`src/logic/rv_pkg.sv`:
```
`default_nettype none

package rv_pkg;

    typedef logic [31:0] word_t;
    typedef logic [4:0]  reg_idx_t;
    typedef logic [3:0]  mbe_t;

    // major opcodes of the supported subset.
    typedef enum logic [6:0] {
        op_lui   = 7'b0110111,
        op_jal   = 7'b1101111,
        op_br    = 7'b1100011,
        op_load  = 7'b0000011,
        op_store = 7'b0100011,
        op_imm   = 7'b0010011,
        op_reg   = 7'b0110011
    } opcode_e;

    typedef enum logic [3:0] {
        alu_add,
        alu_sub,
        alu_sll,
        alu_slt,
        alu_sltu,
        alu_xor,
        alu_srl,
        alu_sra,
        alu_or,
        alu_and
    } alu_op_e;

    // branch funct3 encodings, used as is.
    typedef enum logic [2:0] {
        br_eq  = 3'b000,
        br_ne  = 3'b001,
        br_lt  = 3'b100,
        br_ge  = 3'b101,
        br_ltu = 3'b110,
        br_geu = 3'b111
    } br_op_e;

    typedef enum logic [1:0] {
        wb_alu,
        wb_mem,
        wb_pc4,
        wb_imm
    } wb_sel_e;

    localparam word_t reset_pc  = 32'h0000_0000;
    // addi x0, x0, 0.
    localparam word_t nop_instr = 32'h0000_0013;

endpackage

`default_nettype wire

```
`src/logic/alu.sv`:
```
`timescale 1ns/1ns
`default_nettype none

module alu
    import rv_pkg::*;
(
    input  word_t   a,
    input  word_t   b,
    input  word_t   cmp_b,
    input  alu_op_e alu_op,
    input  br_op_e  br_op,
    output word_t   result,
    output logic    br_taken
);

    logic [4:0] shamt;

    assign shamt = b[4:0];

    always_comb begin
        case (alu_op)
            alu_add:  result = a + b;
            alu_sub:  result = a - b;
            alu_sll:  result = a << shamt;
            alu_slt:  result = {31'd0, $signed(a) < $signed(b)};
            alu_sltu: result = {31'd0, a < b};
            alu_xor:  result = a ^ b;
            alu_srl:  result = a >> shamt;
            alu_sra:  result = $signed(a) >>> shamt;
            alu_or:   result = a | b;
            alu_and:  result = a & b;
            default:  result = a + b;
        endcase
    end

    // branch condition on rs1 against rs2.
    always_comb begin
        case (br_op)
            br_eq:   br_taken = a == cmp_b;
            br_ne:   br_taken = a != cmp_b;
            br_lt:   br_taken = $signed(a) < $signed(cmp_b);
            br_ge:   br_taken = $signed(a) >= $signed(cmp_b);
            br_ltu:  br_taken = a < cmp_b;
            br_geu:  br_taken = a >= cmp_b;
            default: br_taken = 1'b0;
        endcase
    end

endmodule

`default_nettype wire

```
`src/logic/control_decode.sv`:
```
`timescale 1ns/1ns
`default_nettype none

module control_decode
    import rv_pkg::*;
(
    input  word_t      instr,
    output opcode_e    opcode,
    output reg_idx_t   rd,
    output reg_idx_t   rs1,
    output reg_idx_t   rs2,
    output logic [2:0] funct3,
    output alu_op_e    alu_op,
    output br_op_e     br_op,
    output logic       use_imm,
    output logic       use_pc,
    output logic       reg_write,
    output logic       mem_read,
    output logic       mem_write,
    output wb_sel_e    wb_sel,
    output word_t      imm
);

    logic writes;

    // funct3 and the alternate bit select the operation.
    function automatic alu_op_e alu_func(input logic [2:0] f3, input logic alt);
        case (f3)
            3'b000:  return alt ? alu_sub : alu_add;
            3'b001:  return alu_sll;
            3'b010:  return alu_slt;
            3'b011:  return alu_sltu;
            3'b100:  return alu_xor;
            3'b101:  return alt ? alu_sra : alu_srl;
            3'b110:  return alu_or;
            default: return alu_and;
        endcase
    endfunction

    assign opcode = opcode_e'(instr[6:0]);
    assign rd     = instr[11:7];
    assign rs1    = instr[19:15];
    assign rs2    = instr[24:20];
    assign funct3 = instr[14:12];
    assign br_op  = br_op_e'(instr[14:12]);

    always_comb begin
        writes    = 1'b0;
        alu_op    = alu_add;
        use_imm   = 1'b0;
        use_pc    = 1'b0;
        mem_read  = 1'b0;
        mem_write = 1'b0;
        wb_sel    = wb_alu;
        imm       = '0;
        case (opcode)
            op_lui: begin
                imm    = {instr[31:12], 12'h000};
                writes = 1'b1;
                wb_sel = wb_imm;
            end
            op_jal: begin
                imm     = {{11{instr[31]}}, instr[31], instr[19:12], instr[20],
                           instr[30:21], 1'b0};
                writes  = 1'b1;
                use_pc  = 1'b1;
                use_imm = 1'b1;
                wb_sel  = wb_pc4;
            end
            op_br: begin
                // alu sees rs1 and rs2 so the compare has both registers.
                imm    = {{19{instr[31]}}, instr[31], instr[7], instr[30:25],
                          instr[11:8], 1'b0};
                alu_op = alu_sub;
            end
            op_load: begin
                imm      = {{20{instr[31]}}, instr[31:20]};
                writes   = 1'b1;
                use_imm  = 1'b1;
                mem_read = 1'b1;
                wb_sel   = wb_mem;
            end
            op_store: begin
                imm       = {{20{instr[31]}}, instr[31:25], instr[11:7]};
                use_imm   = 1'b1;
                mem_write = 1'b1;
            end
            op_imm: begin
                imm     = {{20{instr[31]}}, instr[31:20]};
                writes  = 1'b1;
                use_imm = 1'b1;
                alu_op  = alu_func(instr[14:12], instr[30] && instr[14:12] == 3'b101);
            end
            op_reg: begin
                writes = 1'b1;
                alu_op = alu_func(instr[14:12], instr[30]);
            end
            // unknown encodings fall through as a no-op.
            default: ;
        endcase
    end

    assign reg_write = writes && rd != 5'd0;

endmodule

`default_nettype wire

```
`src/logic/forward_unit.sv`:
```
`timescale 1ns/1ns
`default_nettype none

module forward_unit
    import rv_pkg::*;
(
    input  reg_idx_t ex_rs1,
    input  reg_idx_t ex_rs2,
    input  word_t    ex_rs1_val,
    input  word_t    ex_rs2_val,
    input  reg_idx_t mem_rd,
    input  reg_idx_t wb_rd,
    input  logic     mem_reg_write,
    input  logic     wb_reg_write,
    input  word_t    mem_value,
    input  word_t    wb_value,
    output word_t    fwd_a,
    output word_t    fwd_b
);

    // newest producer wins, x0 always keeps the file value.
    function automatic word_t pick(input reg_idx_t src, input word_t reg_val);
        if (src == 5'd0) return reg_val;
        if (mem_reg_write && mem_rd == src) return mem_value;
        if (wb_reg_write && wb_rd == src) return wb_value;
        return reg_val;
    endfunction

    always_comb begin
        fwd_a = pick(ex_rs1, ex_rs1_val);
        fwd_b = pick(ex_rs2, ex_rs2_val);
    end

endmodule

`default_nettype wire

```
`src/logic/mem_align.sv`:
```
`timescale 1ns/1ns
`default_nettype none

module mem_align
    import rv_pkg::*;
(
    input  logic [1:0] addr_low,
    input  logic [2:0] funct3,
    input  word_t      store_data,
    input  word_t      load_word,
    output word_t      lane_data,
    output mbe_t       lane_mbe,
    output word_t      load_value
);

    word_t load_shifted;

    // ~~~~~~~~~~~~~~~~~~~~~~~~~~~~~~~~~~~~~~~~~~~~~~~~~~~~~~~~~~~~~~~~~~
    // store lane placement.
    always_comb begin
        lane_data = store_data;
        lane_mbe  = 4'b1111;
        case (funct3[1:0])
            2'b00: begin
                lane_data = {24'd0, store_data[7:0]} << {addr_low, 3'b000};
                lane_mbe  = 4'b0001 << addr_low;
            end
            2'b01: begin
                lane_data = {16'd0, store_data[15:0]} << {addr_low[1], 4'b0000};
                lane_mbe  = 4'b0011 << {addr_low[1], 1'b0};
            end
            default: ;
        endcase
    end

    // ~~~~~~~~~~~~~~~~~~~~~~~~~~~~~~~~~~~~~~~~~~~~~~~~~~~~~~~~~~~~~~~~~~
    // load extraction, wanted lane moved to the bottom first.
    assign load_shifted = load_word >> {addr_low, 3'b000};

    always_comb begin
        case (funct3)
            3'b000:  load_value = {{24{load_shifted[7]}}, load_shifted[7:0]};
            3'b001:  load_value = {{16{load_shifted[15]}}, load_shifted[15:0]};
            3'b100:  load_value = {24'd0, load_shifted[7:0]};
            3'b101:  load_value = {16'd0, load_shifted[15:0]};
            default: load_value = load_word;
        endcase
    end

endmodule

`default_nettype wire

```
`src/logic/pipe_core.sv`:
```
`timescale 1ns/1ns
`default_nettype none

module pipe_core
    import rv_pkg::*;
(
    input  logic  clk,
    input  logic  rst_n,
    output logic  inst_read,
    output word_t inst_addr,
    input  logic  inst_resp,
    input  word_t inst_rdata,
    output logic  data_read,
    output logic  data_write,
    output mbe_t  data_mbe,
    output word_t data_addr,
    output word_t data_wdata,
    input  logic  data_resp,
    input  word_t data_rdata
);

    logic       stall, flush;
    word_t      pc, pc_target, if_ir, if_pc;
    // decoder outputs.
    word_t      dec_instr, dec_imm, dec_rs1_val, dec_rs2_val;
    opcode_e    dec_opcode;
    reg_idx_t   dec_rd, dec_rs1, dec_rs2;
    logic [2:0] dec_funct3;
    alu_op_e    dec_alu_op;
    br_op_e     dec_br_op;
    logic       dec_use_imm, dec_use_pc, dec_reg_write, dec_mem_read, dec_mem_write;
    wb_sel_e    dec_wb_sel;
    // decode/execute register and execute results.
    opcode_e    ex_opcode;
    reg_idx_t   ex_rd, ex_rs1, ex_rs2;
    logic [2:0] ex_funct3;
    alu_op_e    ex_alu_op;
    br_op_e     ex_br_op;
    logic       ex_use_imm, ex_use_pc, ex_reg_write, ex_mem_read, ex_mem_write, br_taken;
    wb_sel_e    ex_wb_sel;
    word_t      ex_imm, ex_pc, ex_rs1_val, ex_rs2_val, fwd_a, fwd_b, alu_a, alu_b, alu_result;
    // execute/memory and memory/writeback registers.
    reg_idx_t   mem_rd, wb_rd;
    logic       mem_reg_write, mem_load, mem_store, wb_reg_write;
    logic [2:0] mem_funct3;
    wb_sel_e    mem_wb_sel;
    word_t      mem_alu, mem_wdata, mem_imm, mem_pc4, mem_value, load_value, wb_value;

    // a pending fetch or data access freezes every stage at once.
    assign stall     = !inst_resp || ((data_read || data_write) && !data_resp);
    assign flush     = (ex_opcode == op_br && br_taken) || ex_opcode == op_jal;
    assign pc_target = ex_pc + ex_imm;
    assign inst_read = 1'b1;
    assign inst_addr = pc;

    // ~~~~~~~~~~~~~~~~~~~~~~~~~~~~~~~~~~~~~~~~~~~~~~~~~~~~~~~~~~~~~~~~~~
    // decode. a flush turns the instruction in decode into a no-op.
    assign dec_instr = flush ? nop_instr : if_ir;

    control_decode decoder (
        .instr(dec_instr), .opcode(dec_opcode), .rd(dec_rd), .rs1(dec_rs1), .rs2(dec_rs2),
        .funct3(dec_funct3), .alu_op(dec_alu_op), .br_op(dec_br_op),
        .use_imm(dec_use_imm), .use_pc(dec_use_pc), .reg_write(dec_reg_write),
        .mem_read(dec_mem_read), .mem_write(dec_mem_write), .wb_sel(dec_wb_sel),
        .imm(dec_imm)
    );

    reg_file regs (
        .clk(clk), .rst_n(rst_n), .wr_en(wb_reg_write), .wr_idx(wb_rd), .wr_data(wb_value),
        .rd_idx_a(dec_rs1), .rd_idx_b(dec_rs2), .rd_data_a(dec_rs1_val),
        .rd_data_b(dec_rs2_val)
    );

    // ~~~~~~~~~~~~~~~~~~~~~~~~~~~~~~~~~~~~~~~~~~~~~~~~~~~~~~~~~~~~~~~~~~
    // execute.
    forward_unit forward (
        .ex_rs1(ex_rs1), .ex_rs2(ex_rs2), .ex_rs1_val(ex_rs1_val), .ex_rs2_val(ex_rs2_val),
        .mem_rd(mem_rd), .wb_rd(wb_rd), .mem_reg_write(mem_reg_write),
        .wb_reg_write(wb_reg_write), .mem_value(mem_value), .wb_value(wb_value),
        .fwd_a(fwd_a), .fwd_b(fwd_b)
    );

    assign alu_a = ex_use_pc ? ex_pc : fwd_a;
    assign alu_b = ex_use_imm ? ex_imm : fwd_b;

    alu exec_alu (
        .a(alu_a), .b(alu_b), .cmp_b(fwd_b), .alu_op(ex_alu_op), .br_op(ex_br_op),
        .result(alu_result), .br_taken(br_taken)
    );

    // ~~~~~~~~~~~~~~~~~~~~~~~~~~~~~~~~~~~~~~~~~~~~~~~~~~~~~~~~~~~~~~~~~~
    // memory. the selected value feeds both forwarding and writeback.
    assign data_read  = mem_load;
    assign data_write = mem_store;
    assign data_addr  = {mem_alu[31:2], 2'b00};

    mem_align align (
        .addr_low(mem_alu[1:0]), .funct3(mem_funct3), .store_data(mem_wdata),
        .load_word(data_rdata), .lane_data(data_wdata), .lane_mbe(data_mbe),
        .load_value(load_value)
    );

    always_comb begin
        case (mem_wb_sel)
            wb_mem:  mem_value = load_value;
            wb_pc4:  mem_value = mem_pc4;
            wb_imm:  mem_value = mem_imm;
            default: mem_value = mem_alu;
        endcase
    end

    // ~~~~~~~~~~~~~~~~~~~~~~~~~~~~~~~~~~~~~~~~~~~~~~~~~~~~~~~~~~~~~~~~~~
    // pc and stage registers.
    always_ff @(posedge clk) begin
        if (!rst_n) begin
            pc            <= reset_pc;
            if_ir         <= nop_instr;
            ex_opcode     <= op_imm;
            ex_reg_write  <= 1'b0;
            ex_mem_read   <= 1'b0;
            ex_mem_write  <= 1'b0;
            mem_reg_write <= 1'b0;
            mem_load      <= 1'b0;
            mem_store     <= 1'b0;
            wb_reg_write  <= 1'b0;
        end else if (!stall) begin
            pc            <= flush ? pc_target : pc + 32'd4;
            if_ir         <= flush ? nop_instr : inst_rdata;
            ex_opcode     <= dec_opcode;
            ex_reg_write  <= dec_reg_write;
            ex_mem_read   <= dec_mem_read;
            ex_mem_write  <= dec_mem_write;
            mem_reg_write <= ex_reg_write;
            mem_load      <= ex_mem_read;
            mem_store     <= ex_mem_write;
            wb_reg_write  <= mem_reg_write;
        end
    end

    always_ff @(posedge clk) begin
        if (!stall) begin
            if_pc      <= pc;
            ex_rd      <= dec_rd;
            ex_rs1     <= dec_rs1;
            ex_rs2     <= dec_rs2;
            ex_funct3  <= dec_funct3;
            ex_alu_op  <= dec_alu_op;
            ex_br_op   <= dec_br_op;
            ex_use_imm <= dec_use_imm;
            ex_use_pc  <= dec_use_pc;
            ex_wb_sel  <= dec_wb_sel;
            ex_imm     <= dec_imm;
            ex_pc      <= if_pc;
            ex_rs1_val <= dec_rs1_val;
            ex_rs2_val <= dec_rs2_val;
            mem_rd     <= ex_rd;
            mem_funct3 <= ex_funct3;
            mem_wb_sel <= ex_wb_sel;
            mem_alu    <= alu_result;
            mem_wdata  <= fwd_b;
            mem_imm    <= ex_imm;
            mem_pc4    <= ex_pc + 32'd4;
            wb_rd      <= mem_rd;
            wb_value   <= mem_value;
        end
    end

endmodule

`default_nettype wire

```
`src/logic/reg_file.sv`:
```
`timescale 1ns/1ns
`default_nettype none

module reg_file
    import rv_pkg::*;
(
    input  logic     clk,
    input  logic     rst_n,
    input  logic     wr_en,
    input  reg_idx_t wr_idx,
    input  word_t    wr_data,
    input  reg_idx_t rd_idx_a,
    input  reg_idx_t rd_idx_b,
    output word_t    rd_data_a,
    output word_t    rd_data_b
);

    word_t regs [1:31];

    // x0 reads zero, a write in flight is returned directly.
    function automatic word_t read_port(input reg_idx_t idx);
        if (idx == 5'd0) return '0;
        if (wr_en && idx == wr_idx) return wr_data;
        return regs[idx];
    endfunction

    always_ff @(posedge clk) begin
        if (!rst_n) begin
            for (int i = 1; i < 32; i++) begin
                regs[i] <= '0;
            end
        end else if (wr_en && wr_idx != 5'd0) begin
            regs[wr_idx] <= wr_data;
        end
    end

    always_comb begin
        rd_data_a = read_port(rd_idx_a);
        rd_data_b = read_port(rd_idx_b);
    end

endmodule

`default_nettype wire

```
`config.mk`:
```
export PLATFORM = sky130hd
export DESIGN_NAME = pipe_core
export DESIGN_NICKNAME = d
export VERILOG_FILES = /design/src/logic/rv_pkg.sv /design/src/logic/alu.sv /design/src/logic/control_decode.sv /design/src/logic/forward_unit.sv /design/src/logic/mem_align.sv /design/src/logic/pipe_core.sv /design/src/logic/reg_file.sv
export SDC_FILE = /design/constraint.sdc
export NUM_CORES = 2
export LEC_CHECK = 0
export BUFFER_PORTS_ARGS = -buffer_cell sky130_fd_sc_hd__buf_2
export CORE_AREA = 2 2 635 321
export CTS_BUF_LIST = sky130_fd_sc_hd__clkbuf_16
export DETAILED_ROUTE_END_ITERATION = 8
export DIE_AREA = 0 0 637 323
export PLACE_DENSITY = 0.68
export SKIP_CTS_REPAIR_TIMING = 1
export SLEW_MARGIN = 10
export SYNTH_ARGS = -nofsm -noshare
export SYNTH_HDL_FRONTEND = slang
export SYNTH_SLANG_ARGS = --single-unit
```
`constraint.sdc`:
```
create_clock -name clk -period 12.1 [get_ports clk]
set_input_delay 0.605 -clock clk [delete_from_list [all_inputs] [get_ports clk]]
set_output_delay 0.605 -clock clk [all_outputs]
set_load 0.05 [all_outputs]
```
==> run summary <==
TritonCTS buffer count - 151
Rows - 117
Int Pwr - 9.31 mW
Post-DP HPWL - 327 mm
Global-route usage over all layers - 43.4%
Number of synthesis warnings - 0
Fillers - 18400
CTS Root Cell - clkbuf_16
Slew margin rel. - 4.92%
Final ANT Viol Nets - 0
Core area - 201000 µm²
Synth-to-layout area growth - 11.1%
Total Power - 14.3 mW
Seq/Total Area, Yosys - 49.2%
WP buf/inv - 4
WP data required - 12.80 ns
CP cell instances - xnor2_1, nand4_1, nor2_1, o21ai_0, buf_4, a221o_1, a22oi_1, inv_1, ha_1, a21oi_1, o21ai_0, a221oi_2, nand3_1, a2111oi_0, a2111o_1, o221ai_4, inv_2, nand2_2, buf_4, o22ai_1, o32a_1, a22oi_1, o21ai_1
Final setup vio count - 0
Crit path largest cell delay - 1.20 ns
Commonest cells after routing, fill and taps aside - 1385 x edfxtp_1, 1017 x and2_1, 849 x nand2_1
IO Pins - 171
First-pass DRT Iterations - 9
Min cycle time layout - 11.82 ns
Inst Count DP - 11000
Die width - 637 µm
Net switching power - 5.01 mW
Nets - 8746
Flop pwr share - 42.8%
Final Cycle Share - 97.7%
Dpl ws - 1.45 ns
Slew Limit Fails - 0
Finished Layout Cells - 11300
Synthesized area per cell - 10.2 µm²
Commonest non-fill, non-tap cell in the layout - edfxtp_1
Worst-path clk slew - 0.07 ns
GP Congestion - 1.12
Clock Latency Late Sink - 0.87 ns
H-tree Lvls - 4
Crit start category - flop
Max cap viols - 0
Max FO, Critical Path - 36
Combinational fraction of design power - 23.4%
Largest net degree at the start of global routing - 141
Mapped cell area - 87700 µm²
Placed cell areas - 92600 µm²
Layout cells sized above 1 - 13.0%
DR vias/cell - 7.02
Setup TNS - 0 ns
Iter 0 DRT Violations - 18000
Sw frac - 35.0%
Drc violations - 23
Critical path endpoint category - flop
DR WL/cell - 40.8 µm
Leakage - 35.8 nW
Vias in the first global route - 69700
Max frequency - 84.6 MHz
Status - finished with violations
Total detailed-routing wirelength - 463 mm
Dominant synthesized flop cell - edfxtp_1
Number of synthesized flops with an enable pin - 1385
Fin worst setup slack - 0.283 ns
Setup Skew - 0.0741 ns
Worst slew pin tran - 1.42 ns
RSZ-0062 raised after global routing - false
Max IR drop VDD - 0.000120 V
Antenna violations before repair - 77
Vias - 79600
CTS tree - yes
Pwr Density - 147 nW/µm²
First-pass GRT wire length - 616 mm
#FFs+latches synth - 1463
Clk pwr share - 33.8%
Top Family by Delay on Critical Path - compound AO/OA/AOI/OAI gates
Starting Density - 43.6%
Total die area - 206000 µm²
CP max-delay cell - nor2_1
Fin. Hold Viols - 0
Port Buffers - 167
Crit path arrival time - 12.51 ns
GR Overflow Total - 0
Die H - 323 µm
Post-synthesis cell type count - 98
CP Class - flop to flop
Tightest Hold Check Type - input port to flop
Failing checks - design-rule violations
Total clock sinks - 1463
Synthesized instance count - 8591
Final instance area - 97500 µm²
Clock Tree Buf Depth - 4
Share of async-settable or async-resettable flops after synthesis - 0%
==> power by group through the flow <==
| stage | sequential (mW) | combinational, mW | clock (mW) |
|---|---|---|---|
| floorplan | 6.13 | 1.67 | 0 |
| global placement | 6.20 | 3.13 | 0 |
| detailed placement | 6.20 | 3.11 | 0 |
| CTS | 6.10 | 3.13 | 4.81 |
| global route | 6.13 | 3.38 | 5.01 |
| finish | 6.13 | 3.35 | 4.84 |
==> worst paths after layout <==
kind / start / end / slack, ns / depth (start not counted)
setup / recovery: wb_rd[4] / ex_rs2_val[28] / 0.28 / 23
hold / removal: inst_rdata[27] / if_ir[27] / 0.03 / 3
setup reg to reg: wb_rd[4] / ex_rs2_val[28] / 0.28 / 23
hold reg to reg: if_pc[19] / ex_pc[19] / 0.42 / 0
==> sequential cells by signal, indices dropped and copies added, names as in the netlist, 3 cells and up <==
signal	cells
ex_alu_op	4
ex_br_op	3
ex_imm	32
ex_opcode	7
ex_pc	32
ex_rd	5
ex_rs1	5
ex_rs1_val	32
ex_rs2	5
ex_rs2_val	32
if_ir	32
if_pc	32
inst_addr	32
mem_alu	32
mem_funct3	3
mem_imm	32
mem_pc4	32
mem_rd	5
mem_wdata	32
regs.regs	1024
wb_rd	5
wb_value	32
==> area by class of cell <==
type | instances | area, µm² | area share (%)
sequential | 1463 | 43200 | 44.3
multi-input combinational | 6212 | 41800 | 42.9
clock buffer | 157 | 3930 | 4.03
timing repair buffer | 506 | 3650 | 3.74
tap | 2677 | 3350 | 3.44
clock inverter | 103 | 822 | 0.843
inverter | 179 | 692 | 0.710
antenna | 40 | 100 | 0.103
==> cells in the mapped netlist (all sizes together), types with 71 or more instances <==
| master | number | area share [%] |
|---|---|---|
| o21ai | 511 | 2.9 |
| o221ai | 128 | 1.3 |
| o22ai | 111 | 0.81 |
| mux2i | 569 | 6.5 |
| xnor2 | 73 | 0.73 |
| a31oi | 71 | 0.51 |
| buf | 159 | 0.84 |
| clkbuf | 611 | 2.6 |
| a211oi | 118 | 1.0 |
| and2 | 1023 | 7.3 |
| edfxtp | 1385 | 47 |
| nand2 | 856 | 3.7 |
| a22oi | 88 | 0.76 |
| a21oi | 605 | 3.5 |
| nor2 | 309 | 1.3 |
| inv | 177 | 0.76 |
| mux2 | 226 | 2.9 |
| dfxtp | 78 | 1.8 |
| nand3 | 236 | 1.3 |
| ha | 162 | 2.3 |
| nor3 | 122 | 0.70 |
==> worst register-to-register path, cell delays in order (launching register included) <==
cell	delay, ns
edfxtp_1	0.63
xnor2_1	0.27
nand4_1	0.38
nor2_1	1.20
o21ai_0	0.17
buf_4	0.27
a221o_1	0.36
a22oi_1	0.86
inv_1	0.29
ha_1	0.37
a21oi_1	0.16
o21ai_0	0.32
a221oi_2	1.04
nand3_1	0.36
a2111oi_0	1.02
a2111o_1	0.59
o221ai_4	0.22
inv_2	0.50
nand2_2	0.87
buf_4	0.53
o22ai_1	0.66
o32a_1	0.40
a22oi_1	0.10
o21ai_1	0.13
==> cells by family after synthesis <==
logic type | count (synthesis) | share of synthesized area (%)
AND/OR/NAND/NOR | 2854 | 16.7
AO/OA/AOI/OAI | 2255 | 17.0
flip-flops | 1463 | 49.2
buffers and inverters | 949 | 4.22
multiplexers | 799 | 9.50
adder cells (fa/ha/maj) | 165 | 2.38
XOR/XNOR | 104 | 1.04
other | 2 | 0.00856
==> per-layer routing <==
metal / global-route usage (%) / wire length [µm] / vias up
met3: 25.7 / 94900 / 868
met5: 2.61 / 1100 / -
met4: 10.8 / 13900 / 46
met2: 51.6 / 162000 / 7526
li1: - / - / 31700
met1: 64.0 / 191000 / 39500
==> metrics by stage <==
step,hold slack [ns],util [%]
2_1_floorplan,0.400,-
3_3_place_gp,0.402,46.0
3_5_place_dp,0.405,46.0
4_1_cts,-0.000943,48.4
5_1_grt,0.0468,48.4
6_report,0.0330,48.4
No activity file was read; power rests on OpenSTA's default activity.
